===== src/mem_pkg.sv =====
package mem_pkg;

	// memory geometry
	localparam int word_addr_width = 10;                        // 1024 words
	localparam int mem_depth       = 1 << word_addr_width;
	localparam int data_width      = 64;
	localparam int byte_width      = 8;
	localparam int bytes_per_word  = data_width / byte_width;
	localparam int offset_width    = $clog2(bytes_per_word);
	localparam int byte_addr_width = word_addr_width + offset_width;

	// edges from request at the ram input to data at the ram output
	localparam int read_latency = 2;

	// access size codes as log2 of the byte count
	localparam logic [1:0] size_byte  = 2'd0;
	localparam logic [1:0] size_half  = 2'd1;
	localparam logic [1:0] size_word  = 2'd2;
	localparam logic [1:0] size_dword = 2'd3;

	// one memory word seen whole or as byte lanes
	typedef union packed {
		logic [data_width-1:0]                    word;
		logic [bytes_per_word-1:0][byte_width-1:0] lanes; // lane 0 in low bits
	} mem_view_t;

endpackage


===== src/load_align.sv =====
module load_align (
	input  logic                              clk,
	input  logic                              rst,
	input  logic                              load_issue,
	input  logic [mem_pkg::offset_width-1:0]  offset,
	input  logic [1:0]                        load_size,
	input  logic                              load_unsigned,
	input  logic [mem_pkg::data_width-1:0]    ram_rdata,
	output logic                              rvalid,
	output logic [mem_pkg::data_width-1:0]    rdata
);

	localparam int last = mem_pkg::read_latency - 1;

	// delay line that tracks the ram read pipeline
	logic [mem_pkg::read_latency-1:0]                            pipe_valid;
	logic [mem_pkg::read_latency-1:0][mem_pkg::offset_width-1:0] pipe_offset;
	logic [mem_pkg::read_latency-1:0][1:0]                       pipe_size;
	logic [mem_pkg::read_latency-1:0]                            pipe_unsigned;

	mem_pkg::mem_view_t                ram_view;
	mem_pkg::mem_view_t                sel_view;  // addressed lanes moved down to lane 0
	logic                              fill;
	logic [mem_pkg::data_width-1:0]    extended;

	always_ff @(posedge clk) begin
		if (rst) begin
			pipe_valid <= '0;
		end else begin
			pipe_valid[0] <= load_issue;
			for (int i = 1; i < mem_pkg::read_latency; i++) begin
				pipe_valid[i] <= pipe_valid[i-1];
			end
		end
	end

	always_ff @(posedge clk) begin
		pipe_offset[0]   <= offset;
		pipe_size[0]     <= load_size;
		pipe_unsigned[0] <= load_unsigned;
		for (int i = 1; i < mem_pkg::read_latency; i++) begin
			pipe_offset[i]   <= pipe_offset[i-1];
			pipe_size[i]     <= pipe_size[i-1];
			pipe_unsigned[i] <= pipe_unsigned[i-1];
		end
	end

	assign ram_view.word = ram_rdata;

	always_comb begin
		for (int i = 0; i < mem_pkg::bytes_per_word; i++) begin
			sel_view.lanes[i] = ram_view.lanes[(i + pipe_offset[last]) % mem_pkg::bytes_per_word];
		end
	end

	always_comb begin
		fill     = 1'b0;
		extended = sel_view.word;
		case (pipe_size[last])
			mem_pkg::size_byte: begin
				fill     = !pipe_unsigned[last] && sel_view.word[7];
				extended = {{(mem_pkg::data_width - 8){fill}}, sel_view.word[7:0]};
			end
			mem_pkg::size_half: begin
				fill     = !pipe_unsigned[last] && sel_view.word[15];
				extended = {{(mem_pkg::data_width - 16){fill}}, sel_view.word[15:0]};
			end
			mem_pkg::size_word: begin
				fill     = !pipe_unsigned[last] && sel_view.word[31];
				extended = {{(mem_pkg::data_width - 32){fill}}, sel_view.word[31:0]};
			end
			default: ; // double word needs no extension
		endcase
	end

	always_ff @(posedge clk) begin
		if (rst) begin
			rvalid <= 1'b0;
		end else begin
			rvalid <= pipe_valid[last];
		end
	end

	always_ff @(posedge clk) begin
		if (pipe_valid[last]) begin
			rdata <= extended;
		end
	end

	// every result traces back to an issued load read_latency + 1 cycles before
	a_rvalid_from_issue: assert property (
		@(posedge clk) disable iff (rst)
		rvalid |-> $past(load_issue, mem_pkg::read_latency + 1)
	) else $error("load_align: rvalid without a load issued %0d cycles earlier",
		mem_pkg::read_latency + 1);

endmodule


===== config.mk =====
export PLATFORM = sky130hd
export DESIGN_NAME = load_align
export DESIGN_NICKNAME = d
export VERILOG_FILES = /design/src/mem_pkg.sv /design/src/load_align.sv
export SDC_FILE = /design/constraint.sdc
export NUM_CORES = 1
export LEC_CHECK = 0
export BUFFER_PORTS_ARGS = -buffer_cell sky130_fd_sc_hd__buf_2
export CAP_MARGIN = 20
export CORE_ASPECT_RATIO = 0.7
export CORE_MARGIN = 8
export CORE_UTILIZATION = 58
export CTS_CLUSTER_DIAMETER = 120
export DETAILED_ROUTE_END_ITERATION = 6
export PLACE_DENSITY = 0.88
export SYNTH_ARGS = -nofsm -noshare
export SYNTH_HDL_FRONTEND = slang
export SYNTH_SLANG_ARGS = --single-unit

===== constraint.sdc =====
create_clock -name clk -period 4.9 [get_ports clk]
set_input_delay 0.98 -clock clk [delete_from_list [all_inputs] [get_ports clk]]
set_output_delay 0.98 -clock clk [all_outputs]
set_load 0.01 [all_outputs]

==> metrics.csv <==
stage,metric,value,unit
status,outcome,"finished, final reports clean",
setup_path,"Arr. time, crit path",3540,ps
global_routing,first-pass GRT wire length,25700,µm
placement,hpwl dp,12500,µm
synthesis,Commonest cells post-synth,"64 x edfxtp_1, 52 x mux2i_1, 35 x nand3_1",
global_routing,largest net degree at the start of global routing,66,
clocking,CTS H-Tree Depth,3,
die,die area,0.0126,mm²
setup_path,"setup slack, reg-to-reg",1430,ps
setup_path,CP Launch Type,flop,
synthesis,post-synth cell types,45,
clocking,Root Buffer,clkbuf_16,
die,Core Area,0.00903,mm²
die,Die W,131,µm
synthesis,Ys Warns,0,
drt,router iterations before antenna repair,6,
final_layout,layout cell share with drive strength beyond 1,0.406,
sta,RSZ-0062 raised after global routing,false,
synthesis,Post-synth EDFFs,64,
drt,WL final,17000,µm
synthesis,synthesized cell area,0.00537,mm²
clocking,worst skew pair latency,350,ps
global_routing,gr ovfl total,0,
clocking,Post-CTS Setup Bufs,0,
job,number of max-cap violations,0,
synthesis,post-synthesis register bit count,79,
setup_path,Setup CP Type,flop to flop,
sta,Slew Limit Fails,0,
placement,final RePlAce weighted congestion,1.01,
die,# IOs,138,
die,FP Rows,29,
clocking,cts-stage hold buffer count,0,
clocking,CTS buffer count,9,
pwr,Max IR drop VDD,0.000198,V
placement,IO Port Bufs,137,
drt,Via density,6.58,
global_routing,initial antenna violation count,0,
drt,iteration-0 DRC count of the detailed router,605,
clocking,worst-case clock buffer depth,2,
synthesis,syn_nets,559,
clocking,number of gates resized after cts,0,
synthesis,Main synth FF type,edfxtp_1,
clocking,CTS clock-pin slew for the worst setup and hold paths,60,ps
synthesis,Mapped Avg Cell Area,11.1,µm²
sta,Post-Route Skew,6.82,ps
synthesis,register area share after synthesis,0.414,
pwr,PwrDens,303,mW/mm²
synthesis,Post-Syn Instances,484,
sta,setup ws final,1430,ps
sta,Max-Slew Margin vs Limit,0.382,
setup_path,Crit Path Max Fanout,33,
clocking,# clock sinks,79,
sta,Setup TNS,0,ps
synthesis,largest cells by area after synthesis,"edfxtp_1 36%, mux2i_1 9.7%, mux4_2 6.3%",
sta,Fin. Hold Viols,0,
setup_path,crit end category,flop,
final_layout,Area Overhead vs Synth,18.4,%
die,Die Ht,96.5,µm
drt,antenna-violating nets left,0,
synthesis,post-synth top area cell,edfxtp_1,
synthesis,most numerous cell in the Yosys netlist,edfxtp_1,
die,Initial Utilization,0.594,
drt,routed length per instance,23.3,µm
sta,Tcrit/Tclk final,0.707,
setup_path,Critical Path RT,4970,ps
drt,DR DRC count,0,
clocking,TritonCTS clock tree,yes,
sta,Worst-Margin Slew,924,ps
final_layout,fin nets,676,
final_layout,Fill cells,662,
sta,# setup viols final,0,
placement,Setup WS pre-CTS,1530,ps
global_routing,GRT Overall Usage,0.273,
sta,minimum clock period,3470,ps
global_routing,vias in the first global route,4564,
hold_path,Hold Path Class,flop to flop,
final_layout,ant diodes,0,
sta,Peak Freq,289,MHz
synthesis,post-synth top area share,0.358,
drt,detailed-route via count,4806,
pwr,LEAKAGE,2.76,nW
synthesis,Synth async-reset ratio,0,
routing by layer:
layer,global-route usage,part of all wire,vias to the layer above
li1,-,-,2122
met1,0.382,0.41,2302
met2,0.388,0.42,356
met3,0.103,0.16,26
met4,0.0761,0.017,0
met5,0,0,-
path summary, 6_finish.rpt:
kind / start / end / cells after the start
setup / recovery: pipe_offset[4] / rdata[56] / 7
hold / removal: pipe_size[1] / pipe_size[3] / 0
setup reg to reg: pipe_offset[4] / rdata[56] / 7
hold reg to reg: pipe_size[1] / pipe_size[3] / 0
report_power, final:
group	leakage (nW)	switching (mW)	internal, mW
clock	0.136	0.295	0.348
sequential	0.704	0.0190	0.778
combinational	1.91	0.287	0.197
flip-flops by register name, indices dropped and copies added, names as in the netlist:
register and cells:
rdata 64, pipe_offset 6, pipe_size 4, pipe_unsigned 2, pipe_valid 2, rvalid 1
area by class of cell:
type	instances	area [µm²]	share of cell area
clock buffer	9	225	0.0354
clock inverter	7	56.3	0.00886
inverter	5	18.8	0.00295
multi-input combinational	356	2890	0.454
sequential	79	2230	0.351
tap	124	155	0.0244
timing repair buffer	150	783	0.123
cell usage in the layout, fill, tap and decap left out, types with 9 or more instances in the layout:
| master | synthesis | routed |
|---|---|---|
| nand3_2 | 30 | 30 |
| clkbuf_16 | 0 | 9 |
| dfxtp_1 | 15 | 12 |
| buf_2 | 12 | 137 |
| nand3_1 | 35 | 35 |
| mux2_2 | 27 | 27 |
| edfxtp_1 | 64 | 64 |
| nand2_1 | 32 | 32 |
| mux2i_1 | 52 | 52 |
| a221oi_1 | 17 | 17 |
| o21ai_0 | 17 | 17 |
| nor2_1 | 25 | 25 |
| mux4_2 | 15 | 15 |
| o211ai_1 | 13 | 13 |
| nand3b_1 | 10 | 10 |
| buf_4 | 6 | 13 |
| a21oi_1 | 12 | 12 |
stage by stage:
stage | hold slack (ps) | std cells | utilization | cell area (µm²) | total power, mW
2_1_floorplan | 310 | 484 | - | 5370 | 1.13
6_report | 329 | 730 | 0.703 | 6350 | 1.92
5_1_grt | 335 | 730 | 0.703 | 6350 | 1.99
3_5_place_dp | 312 | 714 | 0.672 | 6070 | 1.28
3_3_place_gp | 311 | 714 | 0.672 | 6070 | 1.26
4_1_cts | 327 | 730 | 0.703 | 6350 | 1.92
cells by family (layout without fill, tap and decap cells):
kind of cell,after synthesis,count (layout),synth area share
AOI/OAI and AO/OA,99,99,0.135
xor gates and xnor gates,4,4,0.00932
adders and majority gates,2,2,0.00466
buffers and inverters,49,171,0.0483
DFF,79,79,0.414
muxes,94,94,0.217
and+or+nand+nor,157,157,0.172
critical path, cell delays in order (launching register included):
cell	delay, ps
dfxtp_1	330
buf_4	330
clkinv_1	340
ha_1	800
and2_1	460
a221o_1	260
o31a_4	480
nand3_2	150
(Power assumes the default switching activity.)
