### config.mk
export PLATFORM = sky130hd
export DESIGN_NAME = store_align
export DESIGN_NICKNAME = d
export VERILOG_FILES = /design/src/mem_pkg.sv /design/src/store_align.sv
export SDC_FILE = /design/constraint.sdc
export NUM_CORES = 1
export LEC_CHECK = 0
export BUFFER_PORTS_ARGS = -buffer_cell sky130_fd_sc_hd__buf_2
export CAP_MARGIN = 20
export CORE_AREA = 3 3 67 69
export CTS_BUF_LIST = sky130_fd_sc_hd__clkbuf_8
export CTS_CLUSTER_SIZE = 24
export DETAILED_ROUTE_END_ITERATION = 10
export DIE_AREA = 0 0 70 72
export GPL_ROUTABILITY_DRIVEN = 0
export PLACE_DENSITY = 0.86
export SLEW_MARGIN = 15
export SYNTH_ARGS = -nofsm -noshare
export SYNTH_HDL_FRONTEND = slang
export SYNTH_SLANG_ARGS = --single-unit
### constraint.sdc
create_clock -name clk -period 3 [get_ports clk]
set_input_delay 0.9 -clock clk [delete_from_list [all_inputs] [get_ports clk]]
set_output_delay 0.9 -clock clk [all_outputs]
set_load 0.02 [all_outputs]
### src/mem_pkg.sv
package mem_pkg;

	// memory geometry
	localparam int word_addr_width = 10;                        // 1024 words
	localparam int mem_depth       = 1 << word_addr_width;
	localparam int data_width      = 64;
	localparam int byte_width      = 8;
	localparam int bytes_per_word  = data_width / byte_width;
	localparam int offset_width    = $clog2(bytes_per_word);
	localparam int byte_addr_width = word_addr_width + offset_width;

	// edges from request at the ram input to data at the ram output
	localparam int read_latency = 2;

	// access size codes as log2 of the byte count
	localparam logic [1:0] size_byte  = 2'd0;
	localparam logic [1:0] size_half  = 2'd1;
	localparam logic [1:0] size_word  = 2'd2;
	localparam logic [1:0] size_dword = 2'd3;

	// one memory word seen whole or as byte lanes
	typedef union packed {
		logic [data_width-1:0]                    word;
		logic [bytes_per_word-1:0][byte_width-1:0] lanes; // lane 0 in low bits
	} mem_view_t;

endpackage

### src/store_align.sv
module store_align (
	input  logic                                 clk,
	input  logic                                 rst,
	input  logic                                 req,
	input  logic                                 we,
	input  logic [mem_pkg::byte_addr_width-1:0]  addr,
	input  logic [1:0]                           size,
	input  logic                                 unsigned_load,
	input  logic [mem_pkg::data_width-1:0]       wdata,
	output logic                                 en,
	output logic [mem_pkg::word_addr_width-1:0]  word_addr,
	output logic [mem_pkg::bytes_per_word-1:0]   strobe,
	output mem_pkg::mem_view_t                   lane_wdata,
	output logic                                 load_issue,
	output logic [mem_pkg::offset_width-1:0]     offset,
	output logic [1:0]                           load_size,
	output logic                                 load_unsigned,
	output logic                                 misaligned
);

	logic                                 aligned;
	logic [mem_pkg::bytes_per_word-1:0]   lane_mask;   // size-wide mask at lane 0
	logic [mem_pkg::offset_width-1:0]     index_mask;  // byte count minus one
	mem_pkg::mem_view_t                   wdata_view;

	assign wdata_view.word = wdata;
	assign offset          = addr[mem_pkg::offset_width-1:0];
	assign word_addr       = addr[mem_pkg::byte_addr_width-1:mem_pkg::offset_width];

	always_comb begin
		aligned    = 1'b1;
		lane_mask  = 8'h01;
		index_mask = 3'd0;
		case (size)
			mem_pkg::size_half: begin
				aligned    = addr[0] == 1'b0;
				lane_mask  = 8'h03;
				index_mask = 3'd1;
			end
			mem_pkg::size_word: begin
				aligned    = addr[1:0] == 2'b00;
				lane_mask  = 8'h0f;
				index_mask = 3'd3;
			end
			mem_pkg::size_dword: begin
				aligned    = addr[2:0] == 3'b000;
				lane_mask  = 8'hff;
				index_mask = 3'd7;
			end
			default: ; // single byte is always aligned
		endcase
	end

	assign en            = req && aligned;
	assign load_issue    = en && !we;
	assign load_size     = size;
	assign load_unsigned = unsigned_load;
	assign strobe        = (en && we) ? lane_mask << offset : '0;

	// repeat the low bytes so whichever lanes are strobed see the right data
	always_comb begin
		for (int i = 0; i < mem_pkg::bytes_per_word; i++) begin
			lane_wdata.lanes[i] = wdata_view.lanes[i & index_mask];
		end
	end

	always_ff @(posedge clk) begin
		if (rst) begin
			misaligned <= 1'b0;
		end else begin
			misaligned <= req && !aligned;
		end
	end

	a_strobe_window: assert property (
		@(posedge clk) disable iff (rst)
		strobe != '0 |-> strobe inside {8'h01, 8'h02, 8'h04, 8'h08, 8'h10, 8'h20, 8'h40,
			8'h80, 8'h03, 8'h0c, 8'h30, 8'hc0, 8'h0f, 8'hf0, 8'hff}
	) else $error("store_align: strobe %h outside an aligned window", strobe);

endmodule

==> results of run 1 <==
==> placed cells by master (no fill, tap or decap), types with 4 or more instances in the layout <==
master,Yosys,routed
a21oi_1,27,27
inv_1,8,8
mux2_4,8,8
mux2_2,24,24
nand3b_1,5,5
xor2_1,4,4
a211oi_2,6,6
buf_2,5,152
nor2b_1,4,4
buf_4,26,9
mux2i_1,16,16
==> logic make-up after synthesis <==
| family | after synthesis |
|---|---|
| compound gates | 40 |
| xor+xnor | 5 |
| buf+inv | 47 |
| flops | 1 |
| mux | 48 |
| simple gates | 30 |
==> metal layers <==
layer  up-vias  part of all wire [%]  GRT usage (%)
li1        846                     -              -
met1       762                    37           20.3
met2        93                    53           33.3
met3         8                   7.9           2.77
met4         0                   1.6           2.77
met5         -                     0              0
==> area by class of cell <==
type                    instances  share of cell area [%]
well taps                      50                    3.03
multi-input cells             123                    51.3
flip-flops and latches          1                   0.970
repair buffers                164                    43.1
inverters                       9                    1.64
==> power by group through the flow <==
| stage | clock network (mW) | logic [mW] | registers, mW |
|---|---|---|---|
| floorplan | 0 | 0.289 | 0.0154 |
| global placement | 0 | 0.403 | 0.0144 |
| detailed placement | 0 | 0.411 | 0.0144 |
| CTS | 0 | 0.413 | 0.0144 |
| global route | 0 | 0.441 | 0.0145 |
| finish | 0 | 0.410 | 0.0144 |
==> per-stage QoR <==
| step | hold WS (ns) | instances | total power, mW | utilization (%) |
|---|---|---|---|---|
| final | 1.07 | 347 | 0.424 | 52.0 |
| after global routing | 1.09 | 347 | 0.455 | 52.0 |
| after CTS | 1.07 | 347 | 0.427 | 52.0 |
| after detailed placement | 1.07 | 347 | 0.426 | 52.0 |
| after global placement | 1.07 | 347 | 0.417 | 52.0 |
| after floorplan | 0.970 | 171 | 0.305 | - |
==> how the worst max path moves through the flow <==
stage,startpoint,endpoint,slack (ns),depth (start not counted)
after global routing,size[0],lane_wdata[27],0.004,6
after floorplan,size[0],strobe[5],0.1,5
after CTS,size[0],lane_wdata[47],0.09,6
final,size[0],lane_wdata[27],0.1,6
after detailed placement,size[0],lane_wdata[47],0.08,6
after global placement,size[1],lane_wdata[54],0.11,5
==> results.ini, run 1 <==
[outcome]
run_status = finished, final reports clean

[grt]
grt_pass1_vias = 1587
antenna_found_initial = 0
grt_usage_pct = 17.2
grt_pass1_wl_um = 7540
overflow = 0
grt_max_degree = 25

[yosys]
synth_top_family_by_area = multiplexers
syn_nets = 255
synth_area_um2 = 1410
yosys.area.top_type = mux2_2
synth-main-ff-cell = dfxtp_1
synth_commonest_cells = 27 x a21oi_1, 26 x buf_4, 24 x mux2_2
synth.area.mux_share_pct = 39.1
synth.most_common_cell = a21oi_1
synth-warning-count = 0
ys_ff_latch = 1
synth_cell_type_count = 36
synth_xor_xnor_area_share_pct = 3.11
synth-compound-area-share_pct = 18.4
netlist_instances = 171
async_flop_share_pct = 0
post_synth_and_or_nand_nor_area_fraction_pct = 14.6
synth-edff-count = 0
synthAdderAreaFrac_pct = 0
synth.avg_cell_area_um2 = 8.23
synth_top_area_share_pct = 19.2
ys_seq_area_share_pct = 1.42
synth_area_leaders = mux2_2 19%, buf_4 14%, mux2i_1 11%

[pwr]
intPower_mw = 0.190
cellPowerDensity_nw_per_um2 = 205
combPwrFrac_pct = 96.6
sw_frac_of_total_pct = 55.3
ir_worst_vdd_v = 0.0000958
power_switching_mw = 0.234
p_clk_share_pct = 0
p_leak_nw = 1.14
seqPwrFrac_pct = 3.4

[worst_setup_path]
worst-path-buf-inv = 3
crit_chain = buf_2 > buf_12 > and2b_1 > a211oi_2 > a21oi_1 > buf_2
crit_path_frequent_cell = buf_2
cp.required_ns = 2.10
path_max_fanout = 24
critPathKind = input pin to primary output
cp_top_family = buffers and inverters
start_kind = input pin
worst_setup_path_end_kind = primary output
cpMaxStageDelayCell = a211oi_2
max_stage_delay_ns = 0.29
cp.arrival_ns = 2.00

[cells_and_area]
design_area_um2 = 2060
fill_cells = 378
top_register = misaligned
drive_gt1_share_pct = 70.0
area_growth_pct = 46.6
largest_register_ffs = 1
seq_area_um2 = 20.0
fin_nets = 383
top_regs = misaligned: 1 flops
num_antenna_cells = 0
multi_input_area_um2 = 1060

[place]
dp_hpwl_um = 4140
io_buffers = 152
dp_slack_ns = 0.0823
place_area_um2 = 2060

[timing]
setup_viol = 0
rsz0062_at_grt = false
relSlewSlack_pct = 72.4
slew_violations = 0
fin_crit_ns = 2.90
fin_tns_setup_ns = 0
tightestPinTransition_ns = 0.412
timing.final.ws_setup_ns = 0.0979
hold_viol = 0
finalCritPeriodShare_pct = 96.7
max_freq_ghz = 0.345

[floorplan]
ios = 175
rows = 23
die_x_um = 70
dieHeight_um = 72
dieArea_um2 = 5040
core-area_um2 = 3970
start_util_pct = 35.4

[drt]
post_drt_wl_per_cell_um = 14.0
drt_iter0_drc = 23
vias_per_cell = 4.93
drt_pre_antenna_iters = 4
ant_nets = 0
remaining_drc_errors = 0
vias = 1709
wl_um = 4870

[clock_tree]
cts_resized = 0
post_cts_buffers = 0
path_clk_slew_ns = 0
cts.hold.buffers_added = 0

[min_path]
hp-start = rst
hold_end = misaligned
whs_path_depth = 2
holdCritPathClass = input pin to flop

[run]
cap_violations = 0

(Power assumes the default switching activity.)
==> run 2: changes to the inputs <==
CELL_PAD_IN_SITES_DETAIL_PLACEMENT = 0   (was not set)
CELL_PAD_IN_SITES_GLOBAL_PLACEMENT = 1   (was not set)
CORE_AREA = 3 3 84 86   (was 3 3 67 69)
DIE_AREA = 0 0 87 89   (was 0 0 70 72)
PLACE_DENSITY = not set   (was 0.86)
PLACE_DENSITY_LB_ADDON = 0.1   (was not set)
RECOVER_POWER = 100   (was not set)
SKIP_LAST_GASP = 1   (was not set)
==> results.ini, run 2 (synthesized netlist as in run 1, its figures left out) <==
[outcome]
run_status = finished, final reports clean  ; unchanged

[worst_setup_path]
crit_chain = buf_2 > buf_4 > mux2_4 > mux2_2 > clkbuf_2  ; was buf_2 > buf_12 > and2b_1 > a211oi_2 > a21oi_1 > buf_2
worst-path-buf-inv = 3  ; unchanged
critPathKind = input pin to primary output  ; unchanged
worst_setup_path_end_kind = primary output  ; unchanged
max_stage_delay_ns = 0.31  ; was 0.29 ns
path_max_fanout = 10  ; was 24
cpMaxStageDelayCell = mux2_4  ; was a211oi_2
cp.required_ns = 2.10  ; about the same
start_kind = input pin  ; unchanged
cp.arrival_ns = 2.02  ; was 2.00 ns
cp_top_family = multiplexers  ; was buffers and inverters

[pwr]
design_power_total_mw = 0.416  ; was 0.424 mW
cellPowerDensity_nw_per_um2 = 204  ; was 205 nW/um^2
ir_worst_vdd_v = 0.0000785  ; was 0.0000958 V
p_leak_nw = 1.05  ; was 1.14 nW

[cells_and_area]
area_growth_pct = 45.1  ; was 46.6%
mostFrequentLayoutCells = 91 x buf_2, 36 x clkbuf_2, 28 x clkbuf_1  ; was 152 x buf_2, 27 x a21oi_1, 24 x mux2_2
fin_nets = 383  ; unchanged
top_register = misaligned  ; unchanged
final_common_cell = buf_2  ; unchanged
largest_register_ffs = 1  ; unchanged
num_antenna_cells = 0  ; unchanged
drive_gt1_share_pct = 60.6  ; was 70.0%
fin_util_pct = 32.2  ; was 52.0%
fill_cells = 717  ; was 378
top_regs = misaligned: 1 flops  ; unchanged

[clock_tree]
cts_resized = 0  ; unchanged
path_clk_slew_ns = 0  ; about the same
cts.hold.buffers_added = 0  ; unchanged
post_cts_buffers = 0  ; unchanged

[timing]
tightestPinTransition_ns = 0.407  ; was 0.412 ns
holdWs_ns = 1.07  ; about the same
slew_violations = 0  ; unchanged
max_freq_ghz = 0.343  ; was 0.345 GHz
hold_viol = 0  ; unchanged
setup_viol = 0  ; unchanged
rsz0062_at_grt = false  ; unchanged
relSlewSlack_pct = 72.7  ; was 72.4%
fin_crit_ns = 2.92  ; was 2.90 ns
fin_tns_setup_ns = 0  ; unchanged
finalCritPeriodShare_pct = 97.2  ; was 96.7%

[run]
cap_violations = 0  ; unchanged

[grt]
grt_pass1_vias = 1403  ; was 1587
antenna_found_initial = 0  ; unchanged
overflow = 0  ; unchanged
grt_max_degree = 26  ; was 25
grt_pass1_wl_um = 7330  ; was 7540 um
grt_usage_pct = 11.4  ; was 17.2%

[drt]
wl_um = 5220  ; was 4870 um
drt_pre_antenna_iters = 4  ; unchanged
ant_nets = 0  ; unchanged
post_drt_wl_per_cell_um = 13.9  ; was 14.0 um
drt_iter0_drc = 26  ; was 23
vias_per_cell = 4.41  ; was 4.93
vias = 1649  ; was 1709
remaining_drc_errors = 0  ; unchanged

[floorplan]
die_x_um = 87  ; was 70 um
dieHeight_um = 89  ; was 72 um
dieArea_um2 = 7740  ; was 5040 um^2
start_util_pct = 22.2  ; was 35.4%
rows = 29  ; was 23
ios = 175  ; unchanged
core-area_um2 = 6350  ; was 3970 um^2

[place]
io_buffers = 152  ; unchanged
dp_hpwl_um = 4450  ; was 4140 um

[min_path]
holdCritPathClass = input pin to flop  ; unchanged

## run 2: cell count changes in the layout (fill, tap and decap cells not counted), sizes merged
cell / change
buf: -64
clkbuf: +64
## run 2: metal layers
metal  wire, um  global-route usage (%)  vias up
met4          6                   0.425        0
met3        493                    1.47        2
met1       2260                    15.7      732
li1           -                       -      841
met5          0                       0        -
met2       2450                    20.1       74
## run 2: final timing paths
path,startpoint,endpoint,slack [ns],cells past startpoint
worst min-delay path,rst,misaligned,1.07,2
worst max-delay path,size[1],lane_wdata[54],0.08,5
## run 2: layout make-up
class,instances,area (um^2),area share [%]
multi-input cells,123,1060,51.8
well taps,77,96.3,4.72
repair buffers,164,833,40.8
inverters,9,33.8,1.65
flip-flops and latches,1,20.0,0.980
## run 2: through the flow
stage               cells  area, um^2  setup slack, ns
detailed placement    374        2080           0.0642
floorplan             171        1410           0.0972
CTS                   374        2080           0.0627
finish                374        2040           0.0831
global route          374        2040          0.00609
global placement      374        2080           0.0874
## run 2: report_power, final
part	leakage (nW)	internal [mW]	switching (mW)
clock network	0	0	0
logic	1.05	0.165	0.237
registers	0.00823	0.0143	0.000193
total	1.05	0.179	0.237
==> run 3: changes to the inputs <==
BUFFER_PORTS_ARGS = not set   (was -buffer_cell sky130_fd_sc_hd__buf_2)
CORE_AREA = 3 3 66 68   (was 3 3 84 86)
DIE_AREA = 0 0 69 71   (was 0 0 87 89)
DONT_BUFFER_PORTS = 1   (was not set)
==> results.ini, run 3 (synthesized netlist as in run 1, its figures left out) <==
[outcome]
run_status = finished, final reports clean  ; unchanged

[grt]
overflow = 0  ; unchanged
grt_pass1_vias = 1066  ; was 1403
grt_pass1_wl_um = 6290  ; was 7330 um
antenna_found_initial = 0  ; unchanged
grt_max_degree = 53  ; was 26
grt_usage_pct = 14.9  ; was 11.4%

[cells_and_area]
fill_cells = 467  ; was 717
largest_register_ffs = 1  ; unchanged
fin_nets = 225  ; was 383
final_common_cell = mux2_1  ; was buf_2
top_regs = misaligned: 1 flops  ; unchanged
multi_input_area_um2 = 993  ; was 1060 um^2
design_area_um2 = 1140  ; was 2040 um^2
mostFrequentLayoutCells = 30 x mux2_1, 27 x a21oi_1, 16 x mux2i_1  ; was 91 x buf_2, 36 x clkbuf_2, 28 x clkbuf_1
area_growth_pct = -19.3  ; was 45.1%
fin_util_pct = 29.0  ; was 32.2%
top_register = misaligned  ; unchanged
finalNonFillerCells = 189  ; was 374
drive_gt1_share_pct = 5.76  ; was 60.6%
num_antenna_cells = 0  ; unchanged
seq_area_um2 = 20.0  ; unchanged

[pwr]
cellPowerDensity_nw_per_um2 = 200  ; was 204 nW/um^2
ir_worst_vdd_v = 0.0000818  ; was 0.0000785 V
p_leak_nw = 0.426  ; was 1.05 nW

[run]
cap_violations = 0  ; unchanged

[worst_setup_path]
max_stage_delay_ns = 0.26  ; was 0.31 ns
cp.arrival_ns = 1.81  ; was 2.02 ns
worst_setup_path_end_kind = primary output  ; unchanged
path_max_fanout = 37  ; was 10
crit_chain = nor2_1 > buf_4 > a31oi_1 > a211oi_1 > clkbuf_1  ; was buf_2 > buf_4 > mux2_4 > mux2_2 > clkbuf_2
cp.required_ns = 2.10  ; about the same
critPathKind = input pin to primary output  ; unchanged
cpMaxStageDelayCell = clkbuf_1  ; was mux2_4
startpoint = size[0]  ; was size[1]
start_kind = input pin  ; unchanged

[drt]
wl_met2_um = 2070  ; was 2450 um
dr_wl_met3_um = 345  ; was 493 um
vias_per_cell = 5.95  ; was 4.41
post_drt_wl_per_cell_um = 21.9  ; was 13.9 um
drt_pre_antenna_iters = 2  ; was 4
ant_nets = 0  ; unchanged
wl_met1_um = 1690  ; was 2260 um
top_layer = met4  ; unchanged
vias = 1125  ; was 1649
drt_iter0_drc = 24  ; was 26
wl_um = 4140  ; was 5220 um
remaining_drc_errors = 0  ; unchanged

[timing]
holdWs_ns = 0.983  ; was 1.07 ns
finalCritPeriodShare_pct = 90.2  ; was 97.2%
rsz0062_at_grt = false  ; unchanged
relSlewSlack_pct = 65.9  ; was 72.7%
slew_violations = 0  ; unchanged
fin_tns_setup_ns = 0  ; unchanged
hold_viol = 0  ; unchanged
tightestPinTransition_ns = 0.510  ; was 0.407 ns
max_freq_ghz = 0.369  ; was 0.343 GHz
fin_crit_ns = 2.71  ; was 2.92 ns
setup_viol = 0  ; unchanged

[place]
place_area_um2 = 1220  ; was 2080 um^2
place_inst = 189  ; was 374
io_buffers = 0  ; was 152
dp_hpwl_um = 3300  ; was 4450 um

[floorplan]
core-area_um2 = 3910  ; was 6350 um^2
start_util_pct = 36.0  ; was 22.2%
rows = 23  ; was 29
dieArea_um2 = 4900  ; was 7740 um^2
ios = 175  ; unchanged
dieHeight_um = 71  ; was 89 um
die_x_um = 69  ; was 87 um

[clock_tree]
post_cts_buffers = 0  ; unchanged
cts_resized = 0  ; unchanged
cts.hold.buffers_added = 0  ; unchanged
path_clk_slew_ns = 0  ; about the same

[min_path]
holdCritPathClass = input pin to flop  ; unchanged
hp-start = rst  ; unchanged
whs_path_depth = 1  ; was 2

run 3: changes by cell type in the layout (fill, tap and decap cells not counted), sizes merged:
| cell | before | now |
|---|---|---|
| clkbuf | 64 | 5 |
| buf | 100 | 1 |
run 3: cell type report:
type	count	share of cell area (%)
multi-input combinational	123	87.4
sequential	1	1.76
tap	50	5.51
inverter	9	2.97
timing repair buffer	6	2.31
run 3: path summary, 6_finish.rpt:
path / slack (ns) / endpoint
setup / recovery: 0.29 / strobe[5]
hold / removal: 0.98 / misaligned
run 3: stage by stage:
stage / power (mW) / setup WS, ns
after floorplan: 0.305 / 0.0972
after global placement: 0.248 / 0.383
after detailed placement: 0.248 / 0.360
after CTS: 0.249 / 0.331
after global routing: 0.241 / 0.182
final: 0.227 / 0.293
run 3: critical path: cells and delay by family:
family                 cells  cell delay, ns
AND/OR/NAND/NOR            1            0.07
buffers and inverters      2            0.47
AO/OA/AOI/OAI              2            0.35
run 3: routing by layer:
layer / GRT usage, % / up-vias
met5: 0 / -
met4: 1.30 / 0
met3: 3.84 / 10
met2: 25.7 / 69
met1: 19.5 / 519
li1: - / 527
run 3: report_power, final:
part           total (mW)  switching, mW  internal, mW  leakage, nW
registers          0.0155        0.00116        0.0143      0.00823
clock network           0              0             0            0
logic               0.212          0.148        0.0632        0.418
